File: src/io_pkg.sv
// ~~~~~~~~~~~~~~~~~~~~~~~~~~~~~~~~~~~~~~~~
// I/O hub shared definitions: register
// map, sizes, display geometry, bus types
// ~~~~~~~~~~~~~~~~~~~~~~~~~~~~~~~~~~~~~~~~
`default_nettype none

package io_pkg;

    localparam int CLK_HZ         = 25_000_000;
    localparam int CYCLES_PER_MS  = CLK_HZ / 1000;
    localparam int MS_CNT_W       = 17;        // divider width, holds CYCLES_PER_MS
    localparam int DATA_W         = 32;
    localparam int REG_ADDR_W     = 4;
    localparam int NUM_RX_CH      = 2;
    localparam int RX_DEPTH_LOG2  = 4;         // 16 bytes per channel
    localparam int CMD_DEPTH_LOG2 = 2;         // 4 command words

    // register map, word indices
    localparam logic [REG_ADDR_W-1:0] REG_MS      = 4'd0;
    localparam logic [REG_ADDR_W-1:0] REG_LED     = 4'd1;
    localparam logic [REG_ADDR_W-1:0] REG_RX_BASE = 4'd2;  // data at +2k, status at +2k+1
    localparam logic [REG_ADDR_W-1:0] REG_CMD     = 4'd8;
    localparam logic [REG_ADDR_W-1:0] REG_GEOM    = 4'd9;

    localparam int H_RES = 640;
    localparam int V_RES = 480;

    typedef logic [7:0]        rx_byte_t;
    typedef logic [DATA_W-1:0] cmd_word_t;

    typedef struct packed {
        logic [REG_ADDR_W-1:0] reg_idx;
        logic                  write;
        logic [DATA_W-1:0]     wdata;
    } io_req_t;

    // one-cycle decoded access
    typedef struct packed {
        logic                  valid;
        logic                  write;
        logic [REG_ADDR_W-1:0] reg_idx;
        logic [DATA_W-1:0]     wdata;
    } io_access_t;

    typedef struct packed {
        logic not_empty;  // bit 1 of status reg
        logic overflow;   // bit 0, sticky
    } rx_stat_t;

endpackage

`default_nettype wire

File: src/cmd_issuer.sv
// ~~~~~~~~~~~~~~~~~~~~~~~~~~~~~~~~~~~~~~~~
// Display command queue drained by a
// four-phase req/ack master
// ~~~~~~~~~~~~~~~~~~~~~~~~~~~~~~~~~~~~~~~~
`timescale 1ns/1ps
`default_nettype none

module cmd_issuer import io_pkg::*; (
    input  wire logic       clk_cpu,
    input  wire logic       rst_n,
    input  wire io_access_t access_i,
    output      logic       cmd_ready_o,
    output      logic       cmd_req_o,
    input  wire logic       cmd_ack_i,
    output      cmd_word_t  cmd_data_o
);

    logic push;
    logic pop;
    logic empty;
    logic full;

    assign push = access_i.valid && access_i.write && (access_i.reg_idx == REG_CMD);
    assign pop  = cmd_req_o && cmd_ack_i;   // word taken by the engine

    sync_fifo #(
        .payload_t  (cmd_word_t),
        .DEPTH_LOG2 (CMD_DEPTH_LOG2)
    ) fifo0 (
        .clk_cpu (clk_cpu),
        .rst_n   (rst_n),
        .push_i  (push),
        .data_i  (access_i.wdata),
        .pop_i   (pop),
        .head_o  (cmd_data_o),
        .empty_o (empty),
        .full_o  (full)
    );

    always_ff @(posedge clk_cpu) begin
        if (!rst_n) begin
            cmd_req_o <= 1'b0;
        end else if (cmd_req_o) begin
            if (cmd_ack_i) begin
                cmd_req_o <= 1'b0;
            end
        end else if (!empty && !cmd_ack_i) begin
            cmd_req_o <= 1'b1;      // previous ack must be gone first
        end
    end

    assign cmd_ready_o = !full;

endmodule

`default_nettype wire

File: src/io_control.sv
// ~~~~~~~~~~~~~~~~~~~~~~~~~~~~~~~~~~~~~~~~
// Four-phase bus slave: access decode
// and the LED register
// ~~~~~~~~~~~~~~~~~~~~~~~~~~~~~~~~~~~~~~~~
`timescale 1ns/1ps
`default_nettype none

module io_control import io_pkg::*; (
    input  wire logic       clk_cpu,
    input  wire logic       rst_n,
    input  wire logic       bus_req_i,
    input  wire io_req_t    bus_i,
    output      logic       bus_ack_o,
    output      io_access_t access_o,
    output      logic [7:0] led_o
);

    typedef enum logic {
        ST_IDLE,
        ST_ACK
    } ack_state_t;

    ack_state_t state_q;
    logic       start;

    // new transaction: req seen while not yet acknowledged
    assign start = bus_req_i && (state_q == ST_IDLE);

    always_ff @(posedge clk_cpu) begin
        if (!rst_n) begin
            state_q <= ST_IDLE;
        end else begin
            case (state_q)
                ST_IDLE: begin
                    if (bus_req_i) begin
                        state_q <= ST_ACK;      // ack one cycle after req
                    end
                end
                ST_ACK: begin
                    if (!bus_req_i) begin
                        state_q <= ST_IDLE;     // drop ack after req low
                    end
                end
                default: state_q <= ST_IDLE;
            endcase
        end
    end

    assign bus_ack_o = (state_q == ST_ACK);

    // single pulse, side effects land on the edge that raises ack
    assign access_o.valid   = start;
    assign access_o.write   = bus_i.write;
    assign access_o.reg_idx = bus_i.reg_idx;
    assign access_o.wdata   = bus_i.wdata;

    always_ff @(posedge clk_cpu) begin
        if (!rst_n) begin
            led_o <= 8'd0;
        end else if (start && bus_i.write && (bus_i.reg_idx == REG_LED)) begin
            led_o <= bus_i.wdata[7:0];    // low byte only
        end
    end

endmodule

`default_nettype wire

File: src/io_hub_top.sv
// ~~~~~~~~~~~~~~~~~~~~~~~~~~~~~~~~~~~~~~~~
// I/O hub top level: bus slave, timer,
// receive channels, command issuer
// ~~~~~~~~~~~~~~~~~~~~~~~~~~~~~~~~~~~~~~~~
`timescale 1ns/1ps
`default_nettype none

module io_hub_top import io_pkg::*; (
    input  wire logic                     clk_cpu,
    input  wire logic                     rst_n,
    // external bus, hub is slave
    input  wire logic                     bus_req_i,
    input  wire io_req_t                  bus_i,
    output      logic                     bus_ack_o,
    output      logic [DATA_W-1:0]        bus_rdata_o,
    // receive sources
    input  wire logic [NUM_RX_CH-1:0]     rx_valid_i,
    input  wire rx_byte_t [NUM_RX_CH-1:0] rx_data_i,
    output      logic [7:0]               led_o,
    // drawing engine command port
    output      logic                     cmd_req_o,
    input  wire logic                     cmd_ack_i,
    output      cmd_word_t                cmd_data_o
);

    io_access_t                access;
    logic [DATA_W-1:0]         ms_count;
    rx_byte_t [NUM_RX_CH-1:0]  rx_head;
    rx_stat_t [NUM_RX_CH-1:0]  rx_stat;
    logic                      cmd_ready;

    io_control ctrl0 (
        .clk_cpu   (clk_cpu),
        .rst_n     (rst_n),
        .bus_req_i (bus_req_i),
        .bus_i     (bus_i),
        .bus_ack_o (bus_ack_o),
        .access_o  (access),
        .led_o     (led_o)
    );

    ms_timer timer0 (
        .clk_cpu    (clk_cpu),
        .rst_n      (rst_n),
        .ms_count_o (ms_count)
    );

    for (genvar k = 0; k < NUM_RX_CH; k++) begin : g_rx
        rx_channel #(
            .CH_INDEX (k)
        ) chan (
            .clk_cpu    (clk_cpu),
            .rst_n      (rst_n),
            .access_i   (access),
            .rx_valid_i (rx_valid_i[k]),
            .rx_data_i  (rx_data_i[k]),
            .head_o     (rx_head[k]),
            .stat_o     (rx_stat[k])
        );
    end

    cmd_issuer cmd0 (
        .clk_cpu     (clk_cpu),
        .rst_n       (rst_n),
        .access_i    (access),
        .cmd_ready_o (cmd_ready),
        .cmd_req_o   (cmd_req_o),
        .cmd_ack_i   (cmd_ack_i),
        .cmd_data_o  (cmd_data_o)
    );

    io_read_mux rmux0 (
        .clk_cpu     (clk_cpu),
        .rst_n       (rst_n),
        .access_i    (access),
        .ms_count_i  (ms_count),
        .rx_head_i   (rx_head),
        .rx_stat_i   (rx_stat),
        .cmd_ready_i (cmd_ready),
        .bus_rdata_o (bus_rdata_o)
    );

endmodule

`default_nettype wire

File: src/io_read_mux.sv
// ~~~~~~~~~~~~~~~~~~~~~~~~~~~~~~~~~~~~~~~~
// Read data select and register for the
// current bus access
// ~~~~~~~~~~~~~~~~~~~~~~~~~~~~~~~~~~~~~~~~
`timescale 1ns/1ps
`default_nettype none

module io_read_mux import io_pkg::*; (
    input  wire logic                           clk_cpu,
    input  wire logic                           rst_n,
    input  wire io_access_t                     access_i,
    input  wire logic [DATA_W-1:0]              ms_count_i,
    input  wire rx_byte_t [NUM_RX_CH-1:0]       rx_head_i,
    input  wire rx_stat_t [NUM_RX_CH-1:0]       rx_stat_i,
    input  wire logic                           cmd_ready_i,
    output      logic [DATA_W-1:0]              bus_rdata_o
);

    logic [DATA_W-1:0] rd_sel;

    always_comb begin
        rd_sel = '0;    // LED and unmapped regs read zero
        case (access_i.reg_idx)
            REG_MS:   rd_sel = ms_count_i;
            REG_CMD:  rd_sel = DATA_W'(cmd_ready_i);
            REG_GEOM: rd_sel = {16'(H_RES), 16'(V_RES)};
            default:  rd_sel = '0;
        endcase
        for (int k = 0; k < NUM_RX_CH; k++) begin
            if (access_i.reg_idx == REG_RX_BASE + REG_ADDR_W'(2 * k)) begin
                // stale head of an empty queue is masked
                rd_sel = rx_stat_i[k].not_empty ? DATA_W'(rx_head_i[k]) : '0;
            end
            if (access_i.reg_idx == REG_RX_BASE + REG_ADDR_W'(2 * k + 1)) begin
                rd_sel = DATA_W'(rx_stat_i[k]);   // not_empty, overflow
            end
        end
    end

    always_ff @(posedge clk_cpu) begin
        if (!rst_n) begin
            bus_rdata_o <= '0;
        end else if (access_i.valid && !access_i.write) begin
            bus_rdata_o <= rd_sel;      // captured with ack rise
        end
    end

endmodule

`default_nettype wire

File: src/ms_timer.sv
// ~~~~~~~~~~~~~~~~~~~~~~~~~~~~~~~~~~~~~~~~
// Millisecond tick divider and counter
// ~~~~~~~~~~~~~~~~~~~~~~~~~~~~~~~~~~~~~~~~
`timescale 1ns/1ps
`default_nettype none

module ms_timer import io_pkg::*; (
    input  wire logic              clk_cpu,
    input  wire logic              rst_n,
    output      logic [DATA_W-1:0] ms_count_o
);

    logic [MS_CNT_W-1:0] div_q;
    logic                tick;

    assign tick = (div_q == MS_CNT_W'(CYCLES_PER_MS - 1));

    always_ff @(posedge clk_cpu) begin
        if (!rst_n) begin
            div_q      <= '0;
            ms_count_o <= '0;
        end else begin
            div_q <= tick ? '0 : div_q + 1'b1;   // wrap every ms
            if (tick) begin
                ms_count_o <= ms_count_o + 1'b1;
            end
        end
    end

endmodule

`default_nettype wire

File: src/rx_channel.sv
// ~~~~~~~~~~~~~~~~~~~~~~~~~~~~~~~~~~~~~~~~
// Receive-byte channel: byte queue with
// a sticky overflow flag
// ~~~~~~~~~~~~~~~~~~~~~~~~~~~~~~~~~~~~~~~~
`timescale 1ns/1ps
`default_nettype none

module rx_channel import io_pkg::*; #(
    parameter int CH_INDEX = 0
) (
    input  wire logic       clk_cpu,
    input  wire logic       rst_n,
    input  wire io_access_t access_i,
    input  wire logic       rx_valid_i,
    input  wire rx_byte_t   rx_data_i,
    output      rx_byte_t   head_o,
    output      rx_stat_t   stat_o
);

    localparam logic [REG_ADDR_W-1:0] DATA_REG = REG_RX_BASE + REG_ADDR_W'(2 * CH_INDEX);
    localparam logic [REG_ADDR_W-1:0] STAT_REG = DATA_REG + 1'b1;

    logic rd_data;
    logic rd_stat;
    logic empty;
    logic full;
    logic overflow_q;

    assign rd_data = access_i.valid && !access_i.write && (access_i.reg_idx == DATA_REG);
    assign rd_stat = access_i.valid && !access_i.write && (access_i.reg_idx == STAT_REG);

    sync_fifo #(
        .payload_t  (rx_byte_t),
        .DEPTH_LOG2 (RX_DEPTH_LOG2)
    ) fifo0 (
        .clk_cpu (clk_cpu),
        .rst_n   (rst_n),
        .push_i  (rx_valid_i),
        .data_i  (rx_data_i),
        .pop_i   (rd_data),     // data read pops
        .head_o  (head_o),
        .empty_o (empty),
        .full_o  (full)
    );

    always_ff @(posedge clk_cpu) begin
        if (!rst_n) begin
            overflow_q <= 1'b0;
        end else if (rx_valid_i && full) begin
            overflow_q <= 1'b1;     // new loss wins over a clearing read
        end else if (rd_stat) begin
            overflow_q <= 1'b0;
        end
    end

    assign stat_o.not_empty = !empty;
    assign stat_o.overflow  = overflow_q;

endmodule

`default_nettype wire

File: src/sync_fifo.sv
// ~~~~~~~~~~~~~~~~~~~~~~~~~~~~~~~~~~~~~~~~
// Single-clock FIFO, payload set by a
// type parameter
// ~~~~~~~~~~~~~~~~~~~~~~~~~~~~~~~~~~~~~~~~
`timescale 1ns/1ps
`default_nettype none

module sync_fifo #(
    parameter type payload_t  = logic [7:0],
    parameter int  DEPTH_LOG2 = 4
) (
    input  wire logic     clk_cpu,
    input  wire logic     rst_n,
    input  wire logic     push_i,
    input  wire payload_t data_i,
    input  wire logic     pop_i,
    output      payload_t head_o,
    output      logic     empty_o,
    output      logic     full_o
);

    localparam int DEPTH = 1 << DEPTH_LOG2;

    payload_t              mem_q [DEPTH];
    logic [DEPTH_LOG2:0]   wr_ptr_q;  // extra msb tells full from empty
    logic [DEPTH_LOG2:0]   rd_ptr_q;
    logic                  do_push;
    logic                  do_pop;

    assign empty_o = (wr_ptr_q == rd_ptr_q);
    assign full_o  = (wr_ptr_q[DEPTH_LOG2] != rd_ptr_q[DEPTH_LOG2]) &&
                     (wr_ptr_q[DEPTH_LOG2-1:0] == rd_ptr_q[DEPTH_LOG2-1:0]);

    assign do_push = push_i && !full_o;   // dropped when full
    assign do_pop  = pop_i && !empty_o;

    assign head_o = mem_q[rd_ptr_q[DEPTH_LOG2-1:0]];

    always_ff @(posedge clk_cpu) begin
        if (do_push) begin
            mem_q[wr_ptr_q[DEPTH_LOG2-1:0]] <= data_i;
        end
    end

    always_ff @(posedge clk_cpu) begin
        if (!rst_n) begin
            wr_ptr_q <= '0;
            rd_ptr_q <= '0;
        end else begin
            if (do_push) begin
                wr_ptr_q <= wr_ptr_q + 1'b1;
            end
            if (do_pop) begin
                rd_ptr_q <= rd_ptr_q + 1'b1;
            end
        end
    end

endmodule

`default_nettype wire

File: config.mk
export PLATFORM = sky130hd
export DESIGN_NAME = io_hub_top
export DESIGN_NICKNAME = d
export VERILOG_FILES = /design/src/io_pkg.sv /design/src/cmd_issuer.sv /design/src/io_control.sv /design/src/io_hub_top.sv /design/src/io_read_mux.sv /design/src/ms_timer.sv /design/src/rx_channel.sv /design/src/sync_fifo.sv
export SDC_FILE = /design/constraint.sdc
export NUM_CORES = 1
export LEC_CHECK = 0
export ABC_AREA = 1
export BUFFER_PORTS_ARGS = -buffer_cell sky130_fd_sc_hd__buf_2
export CORE_MARGIN = 4
export CORE_UTILIZATION = 52
export CTS_BUF_LIST = sky130_fd_sc_hd__clkbuf_8
export DETAILED_ROUTE_END_ITERATION = 7
export PLACE_DENSITY = 0.78
export SYNTH_ARGS = -nofsm -noshare
export SYNTH_HDL_FRONTEND = slang
export SYNTH_HIERARCHICAL = 1
export SYNTH_SLANG_ARGS = --single-unit
File: constraint.sdc
create_clock -name clk_cpu -period 3.6 [get_ports clk_cpu]
set_input_delay 0.72 -clock clk_cpu [delete_from_list [all_inputs] [get_ports clk_cpu]]
set_output_delay 0.72 -clock clk_cpu [all_outputs]
set_load 0.03 [all_outputs]
# Word level (Yosys, flattened, before mapping)
# Memory sizes are Yosys's and may differ from the RTL's. A register that Yosys moved wholly into a read port is not among the register bits.
# Cells that the tools add are included.
[totals] ram_bits=384 in_bits=59 word_cells=105 reg_bits=119 mem_count=3
[memory_table] name="cmd0.fifo0.mem_q" words=4 width=32 rd=1 rd_ports_with_merged_regs=1 wr=1 line_no="sync_fifo.sv:24" rtl="payload_t mem_q [DEPTH];"
[memory_table] name="g_rx[0].chan.fifo0.mem_q" words=16 width=8 rd=1 rd_ports_with_merged_regs=1 wr=1 line_no="sync_fifo.sv:24"
[memory_table] name="g_rx[1].chan.fifo0.mem_q" words=16 width=8 rd=1 rd_ports_with_merged_regs=1 wr=1 line_no="sync_fifo.sv:24"
[op_classes] bitwise=2 n_mux=27 reduce_logical=34 add_sub_neg=8 n_eq_ne=17
[ops] operator="32-bit 2-to-1 mux" n=4
[ops] operator="32-bit case mux with 3 select lines" n=1
[ops] operator="32-bit by 1-bit adder with 32-bit output, second input constant" n=1
[ops] operator="1-bit logical AND" n=22
[ops] operator="5-bit by 1-bit adder with 5-bit output, second input constant" n=4
[ops] operator="17-bit by 1-bit adder with 17-bit output, second input constant" n=1
[ops] operator="17-bit by 15-bit == test with 1-bit output, second input constant" n=1
[ops] operator="4-bit 2-to-1 mux" n=4
[ops] operator="8-bit 2-to-1 mux" n=2
[ops] operator="1-bit 2-to-1 mux" n=14
[ops] operator="5-bit == test" n=2
[ops] operator="4-bit by 2-bit == test with 1-bit output, second input constant" n=2
[ops] operator="4-bit by 3-bit == test with 1-bit output, second input constant" n=2
[ops] operator="4-bit == test" n=2
[ops] operator="4-bit == test, second input constant" n=2
[ops] operator="1-bit logical NOT" n=8
[ops] operator="3-bit by 1-bit adder with 3-bit output, second input constant" n=2
[ops] operator="4-bit by 1-bit == test with 1-bit output, second input constant" n=1
[ops] operator="4-bit logical NOT" n=1
[ops] operator="2-bit 2-to-1 mux" n=2
[ops] operator="2-bit nonzero test" n=2
[ops] operator="3-bit == test" n=1
[ops] operator="1-bit != test" n=3
[ops] operator="2-bit == test" n=1
[ops] operator="other kinds (2)" n=3

# Longest topological paths before layout
[depth] ltp_word=8 mapped_depth=17 mapped_depth_nobuf=15

# Modules after synthesis
# The synthesis kept the hierarchy.
[by_module_without_submodules] module="sync_fifo at g_rx[0].chan.fifo0 ..." area_per_inst_um2=6068.3 cells_per_inst=537 n_inst=2 seq_area_each_um2=4124.0
[by_module_without_submodules] module="sync_fifo at cmd0.fifo0" area_per_inst_um2=5231.3 cells_per_inst=384 n_inst=1 seq_area_each_um2=4003.8
[by_module_without_submodules] module="ms_timer" area_per_inst_um2=2852.7 cells_per_inst=453 n_inst=1 seq_area_each_um2=980.9
[by_module_without_submodules] module="io_read_mux" area_per_inst_um2=1550.2 cells_per_inst=238 n_inst=1 seq_area_each_um2=640.6
[by_module_without_submodules] module="io_control" area_per_inst_um2=721.9 cells_per_inst=107 n_inst=1 seq_area_each_um2=180.2
[by_module_without_submodules] module="rx_channel at g_rx[1].chan" area_per_inst_um2=97.6 cells_per_inst=16 n_inst=1 seq_area_each_um2=20.0
[by_module_without_submodules] module="rx_channel at g_rx[0].chan" area_per_inst_um2=93.8 cells_per_inst=15 n_inst=1 seq_area_each_um2=20.0
[by_module_without_submodules] module="cmd_issuer" area_per_inst_um2=75.1 cells_per_inst=15 n_inst=1 seq_area_each_um2=20.0

# Worst setup path before layout
# No wires, ideal clock.
[synth_timing] path_type="input to register" start="input bus_req_i" end="memory cmd0/fifo0/mem_q[0][0] (netlist bit), enable pin" path_slack_ns=0.399 t_arrival_ns=2.780 required_ns=3.179 path_stages=9 setup_time_ns=0.421 n_path_buf=1 path_cell_list="nand2_1 > inv_1 > buf_4 > nand2_1 > inv_1 > nand2_1 > nor2_1 > nand2_1 > nor2_1"
[synth_via] elab_chain_cells=6
[synth_lines] item="from (decl)" line_no="io_hub_top.sv:12" rtl="input wire logic bus_req_i,"
[synth_lines] item="1-bit logical AND" line_no="io_control.sv:27" rtl="assign start = bus_req_i && (state_q == ST_IDLE);"
[synth_lines] item="via ctrl0.start" line_no="io_control.sv:24" rtl="logic start;"
[synth_lines] item="1-bit logical AND (2 in a row)" line_no="cmd_issuer.sv:23" rtl="assign push = access_i.valid && access_i.write && (access_i.reg_idx == REG_CMD);"
[synth_lines] item="via cmd0.push" line_no="cmd_issuer.sv:18" rtl="logic push;"
[synth_lines] item="1-bit logical AND" line_no="sync_fifo.sv:34" rtl="assign do_push = push_i && !full_o;"
[synth_lines] item="1-bit 2-to-1 mux" line_no="sync_fifo.sv:40" rtl="if (do_push) begin"
[synth_lines] item="1-bit 2-to-1 mux (not written as such)" line_no="sync_fifo.sv:41" rtl="mem_q[wr_ptr_q[DEPTH_LOG2-1:0]] <= data_i;"
[synth_lines] item="to (decl)" line_no="sync_fifo.sv:24"
# The timed path passes the listed nets, and every way through them passes these cells.

==> impl_metrics.csv <==
group,metric,value,unit
yosys,synth_edf_count,384,
yosys,avgSynthCellArea,9.89,µm²
timing,finalSetupTns,0,ns
finish,final_nets,2484,
floorplan,dieArea,47200,µm²
clock_tree,cts-root-buf,"clkbuf_8",
global_routing,grt_util_all_layers,20.9,%
drt,num_vias,16395,
yosys,async_flop_share,0,%
clock_tree,clockBufferDepth,3,
clock_tree,cts_resized,0,
drt,first_pass_iters,7,
critical_path,arrival,2.35,ns
power_and_ir_drop,irDropWorstVdd,0.000359,V
timing,setup_viol_count_final,0,
power_and_ir_drop,power_density,461,nW/µm²
run,drv_cap,0,
placed_design,portBuffers,132,
critical_path,required,2.88,ns
placed_design,dp_hpwl,33300,µm
critical_path,critical_path_class,"register to primary output",
floorplan,initial_utilization,52.7,%
drt,drc,0,
yosys,ys_ff_latch,513,
critical_path,path_max_fanout,44,
drt,met1_length,20500,µm
timing,slew_violations,0,
timing,fmax,0.326,GHz
global_routing,grt_pass1_wl,80200,µm
critical_path,crit_path_end_kind,"primary output",
timing,maxSlewHeadroom,27.9,%
floorplan,fp.dieH,217,µm
drt,avgRoutedWirePerCell,16.5,µm
clock_tree,cts.sinks,513,
drt,route.met3.wl,3770,µm
floorplan,num_io_pins,133,
finish,n_antenna_cell,0,
floorplan,die_w,217,µm
clock_tree,postCtsSetupBuffers,0,
timing,finalHoldViolations,0,
floorplan,coreArea,43200,µm²
global_routing,grt_max_degree,77,
global_routing,overflow,0,
yosys,yosys.cell_types.count,42,
clock_tree,insertion_delay,0.62,ns
finish,syn2layout_area_growth,10.4,%
yosys,synth-main-ff-cell,"edfxtp_1",
drt,highest-signal-layer,"met5",
clock_tree,cts.hold.buffers_added,0,
drt,routed_wl,50300,µm
placed_design,gp_congestion,0.861,
global_routing,grt_pass1_vias,15741,
yosys,yosysSeqAreaShare,62.0,%
clock_tree,htreeDepth,3,
timing,post-route-period-util,85.2,%
floorplan,rows,76,
finish,drive_above_1_share,14.5,%
timing,rsz0062_at_grt,"no",
drt,drtAntennaViolNets,0,
drt,vias_per_cell,5.37,
finish,final_core_util,58.2,%
clock_tree,clkSlewWorstSetupHoldPaths,0.06,ns
clock_tree,cts_tree,"built",
timing,period_needed,3.07,ns
timing,finalClockSkew,0.0276,ns
yosys,syn_area,22800,µm²
yosys,synthCells,2302,
drt,first_iter_violations,1522,
yosys,ys.warnings.count,6,
global_routing,antenna_found_initial,1,
min_path,hold_path.class,"input pin to register",
finish,n_fill_cell,3568,
critical_path,reg2reg_setup_slack,1.28,ns
timing,worst_slew_pin_slew,1.07,ns
drt,wl_met2,24500,µm
timing,holdWs,0.307,ns
run_status,outcome,"completed",
power_and_ir_drop,power.leakage,0.00960,µW
clock_tree,cts_buffers,82,
critical_path,crit_path_start_kind,"register",
yosys,syn_nets,2379,
[through the flow]
step / cells / total power [µW] / area, µm² / setup slack [ns]
after global routing: 3055 / 12000 / 25100 / 0.388
after CTS: 3055 / 11700 / 25100 / 0.494
final: 3055 / 11600 / 25100 / 0.534
after global placement: 2908 / 6930 / 23600 / 1.01
after floorplan: 2302 / 6810 / 22800 / 0.399
after detailed placement: 2908 / 6950 / 23600 / 0.961
[area by class of cell]
type	count	area (µm²)	share of cell area, %
clock inverters	59	359	1.43
inverters	295	1110	4.42
well taps	585	732	2.91
multi-input cells	1358	6730	26.8
clock buffers	88	1210	4.82
flip-flops and latches	513	14100	56.2
repair buffers	157	861	3.43
[report_power, final]
group | switching, µW | internal [µW]
logic | 304 | 101
clock network | 2210 | 2550
registers | 24.5 | 6400
[placed cells by master, fill, tap and decap left out, drive strengths merged]
| master | netlist | final |
|---|---|---|
| a21oi | 151 | 151 |
| a31oi | 1 | 1 |
| and2 | 1 | 1 |
| and3 | 2 | 2 |
| buf | 98 | 157 |
| bufinv | 0 | 4 |
| clkbuf | 38 | 88 |
| clkinv | 2 | 22 |
| clkinvlp | 0 | 2 |
| dfxtp | 129 | 129 |
| edfxtp | 384 | 384 |
| ha | 18 | 18 |
| inv | 293 | 326 |
| nand2 | 407 | 407 |
| nand3 | 205 | 205 |
| nand3b | 2 | 2 |
| nand4 | 21 | 21 |
| nor2 | 279 | 279 |
| nor3 | 16 | 16 |
| nor4 | 2 | 2 |
| o211ai | 65 | 65 |
| o21a | 3 | 3 |
| o21ai | 140 | 140 |
| o22ai | 32 | 32 |
| or2 | 2 | 2 |
| xnor2 | 4 | 4 |
| xor2 | 7 | 7 |
[final timing paths]
check	from	endpoint	depth (start not counted)
worst max register to register	register	rmux0/bus_rdata_o[3]	10
worst min-delay path	cmd_ack_i	cmd0/cmd_req_o	2
worst max-delay path	register	cmd_data_o[24]	4
worst min register to register	rmux0/bus_rdata_o[5]	rmux0/bus_rdata_o[5]	2
[state kept, by name (all words and copies together), names as in the netlist, named ones only]
| signal | flops |
|---|---|
| g_rx.chan/fifo0/rd_ptr_q | 10 |
| g_rx.chan/fifo0/mem_q | 256 |
| timer0/ms_count_o | 32 |
| cmd0/cmd_req_o | 1 |
| cmd0/fifo0/rd_ptr_q | 3 |
| rmux0/bus_rdata_o | 32 |
| timer0/div_q | 17 |
| cmd0/fifo0/mem_q | 128 |
| ctrl0/led_o | 8 |
| ctrl0/bus_ack_o | 1 |
| g_rx.chan/fifo0/wr_ptr_q | 10 |
| g_rx.chan/overflow_q | 2 |
| cmd0/fifo0/wr_ptr_q | 3 |
[critical path, stage by stage (launching register included)]
cell	delay (ns)
dfxtp_2	0.56
buf_4	0.44
o21ai_0	0.16
o22ai_1	0.27
buf_2	0.26
[synth_stat cells, types with 3 or more instances]
cell	instances	share of area, %
a21oi_1	141	3.1
a21oi_2	10	0.38
buf_1	4	0.066
buf_2	35	0.77
buf_4	51	1.7
buf_6	8	0.40
clkbuf_1	34	0.56
dfxtp_1	129	11
edfxtp_1	384	51
ha_1	18	0.99
inv_1	277	4.6
inv_2	15	0.25
nand2_1	382	6.3
nand2_2	24	0.66
nand3_1	191	4.2
nand3_2	10	0.44
nand3_4	4	0.31
nand4_1	21	0.58
nor2_1	259	4.3
nor2_2	9	0.25
nor2_4	9	0.45
nor3_1	16	0.35
o211ai_1	65	2.1
o21a_1	3	0.099
o21ai_0	119	2.6
o21ai_1	21	0.46
o22ai_1	32	0.88
xnor2_1	4	0.15
xor2_1	7	0.27
[layer usage]
metal	global-route usage, %	vias up
met3	4.43	116
met5	0	-
li1	-	7958
met4	7.70	2
met1	27.3	7716
met2	34.9	603
[kinds of logic after synthesis]
family / synth area share, %
adders and majority gates: 0.990
xor gates and xnor gates: 0.423
DFF: 62.0
buffers and inverters: 8.52
AOI/OAI and AO/OA: 9.71
and+or+nand+nor: 18.3
No activity file was read; power rests on OpenSTA's default activity.
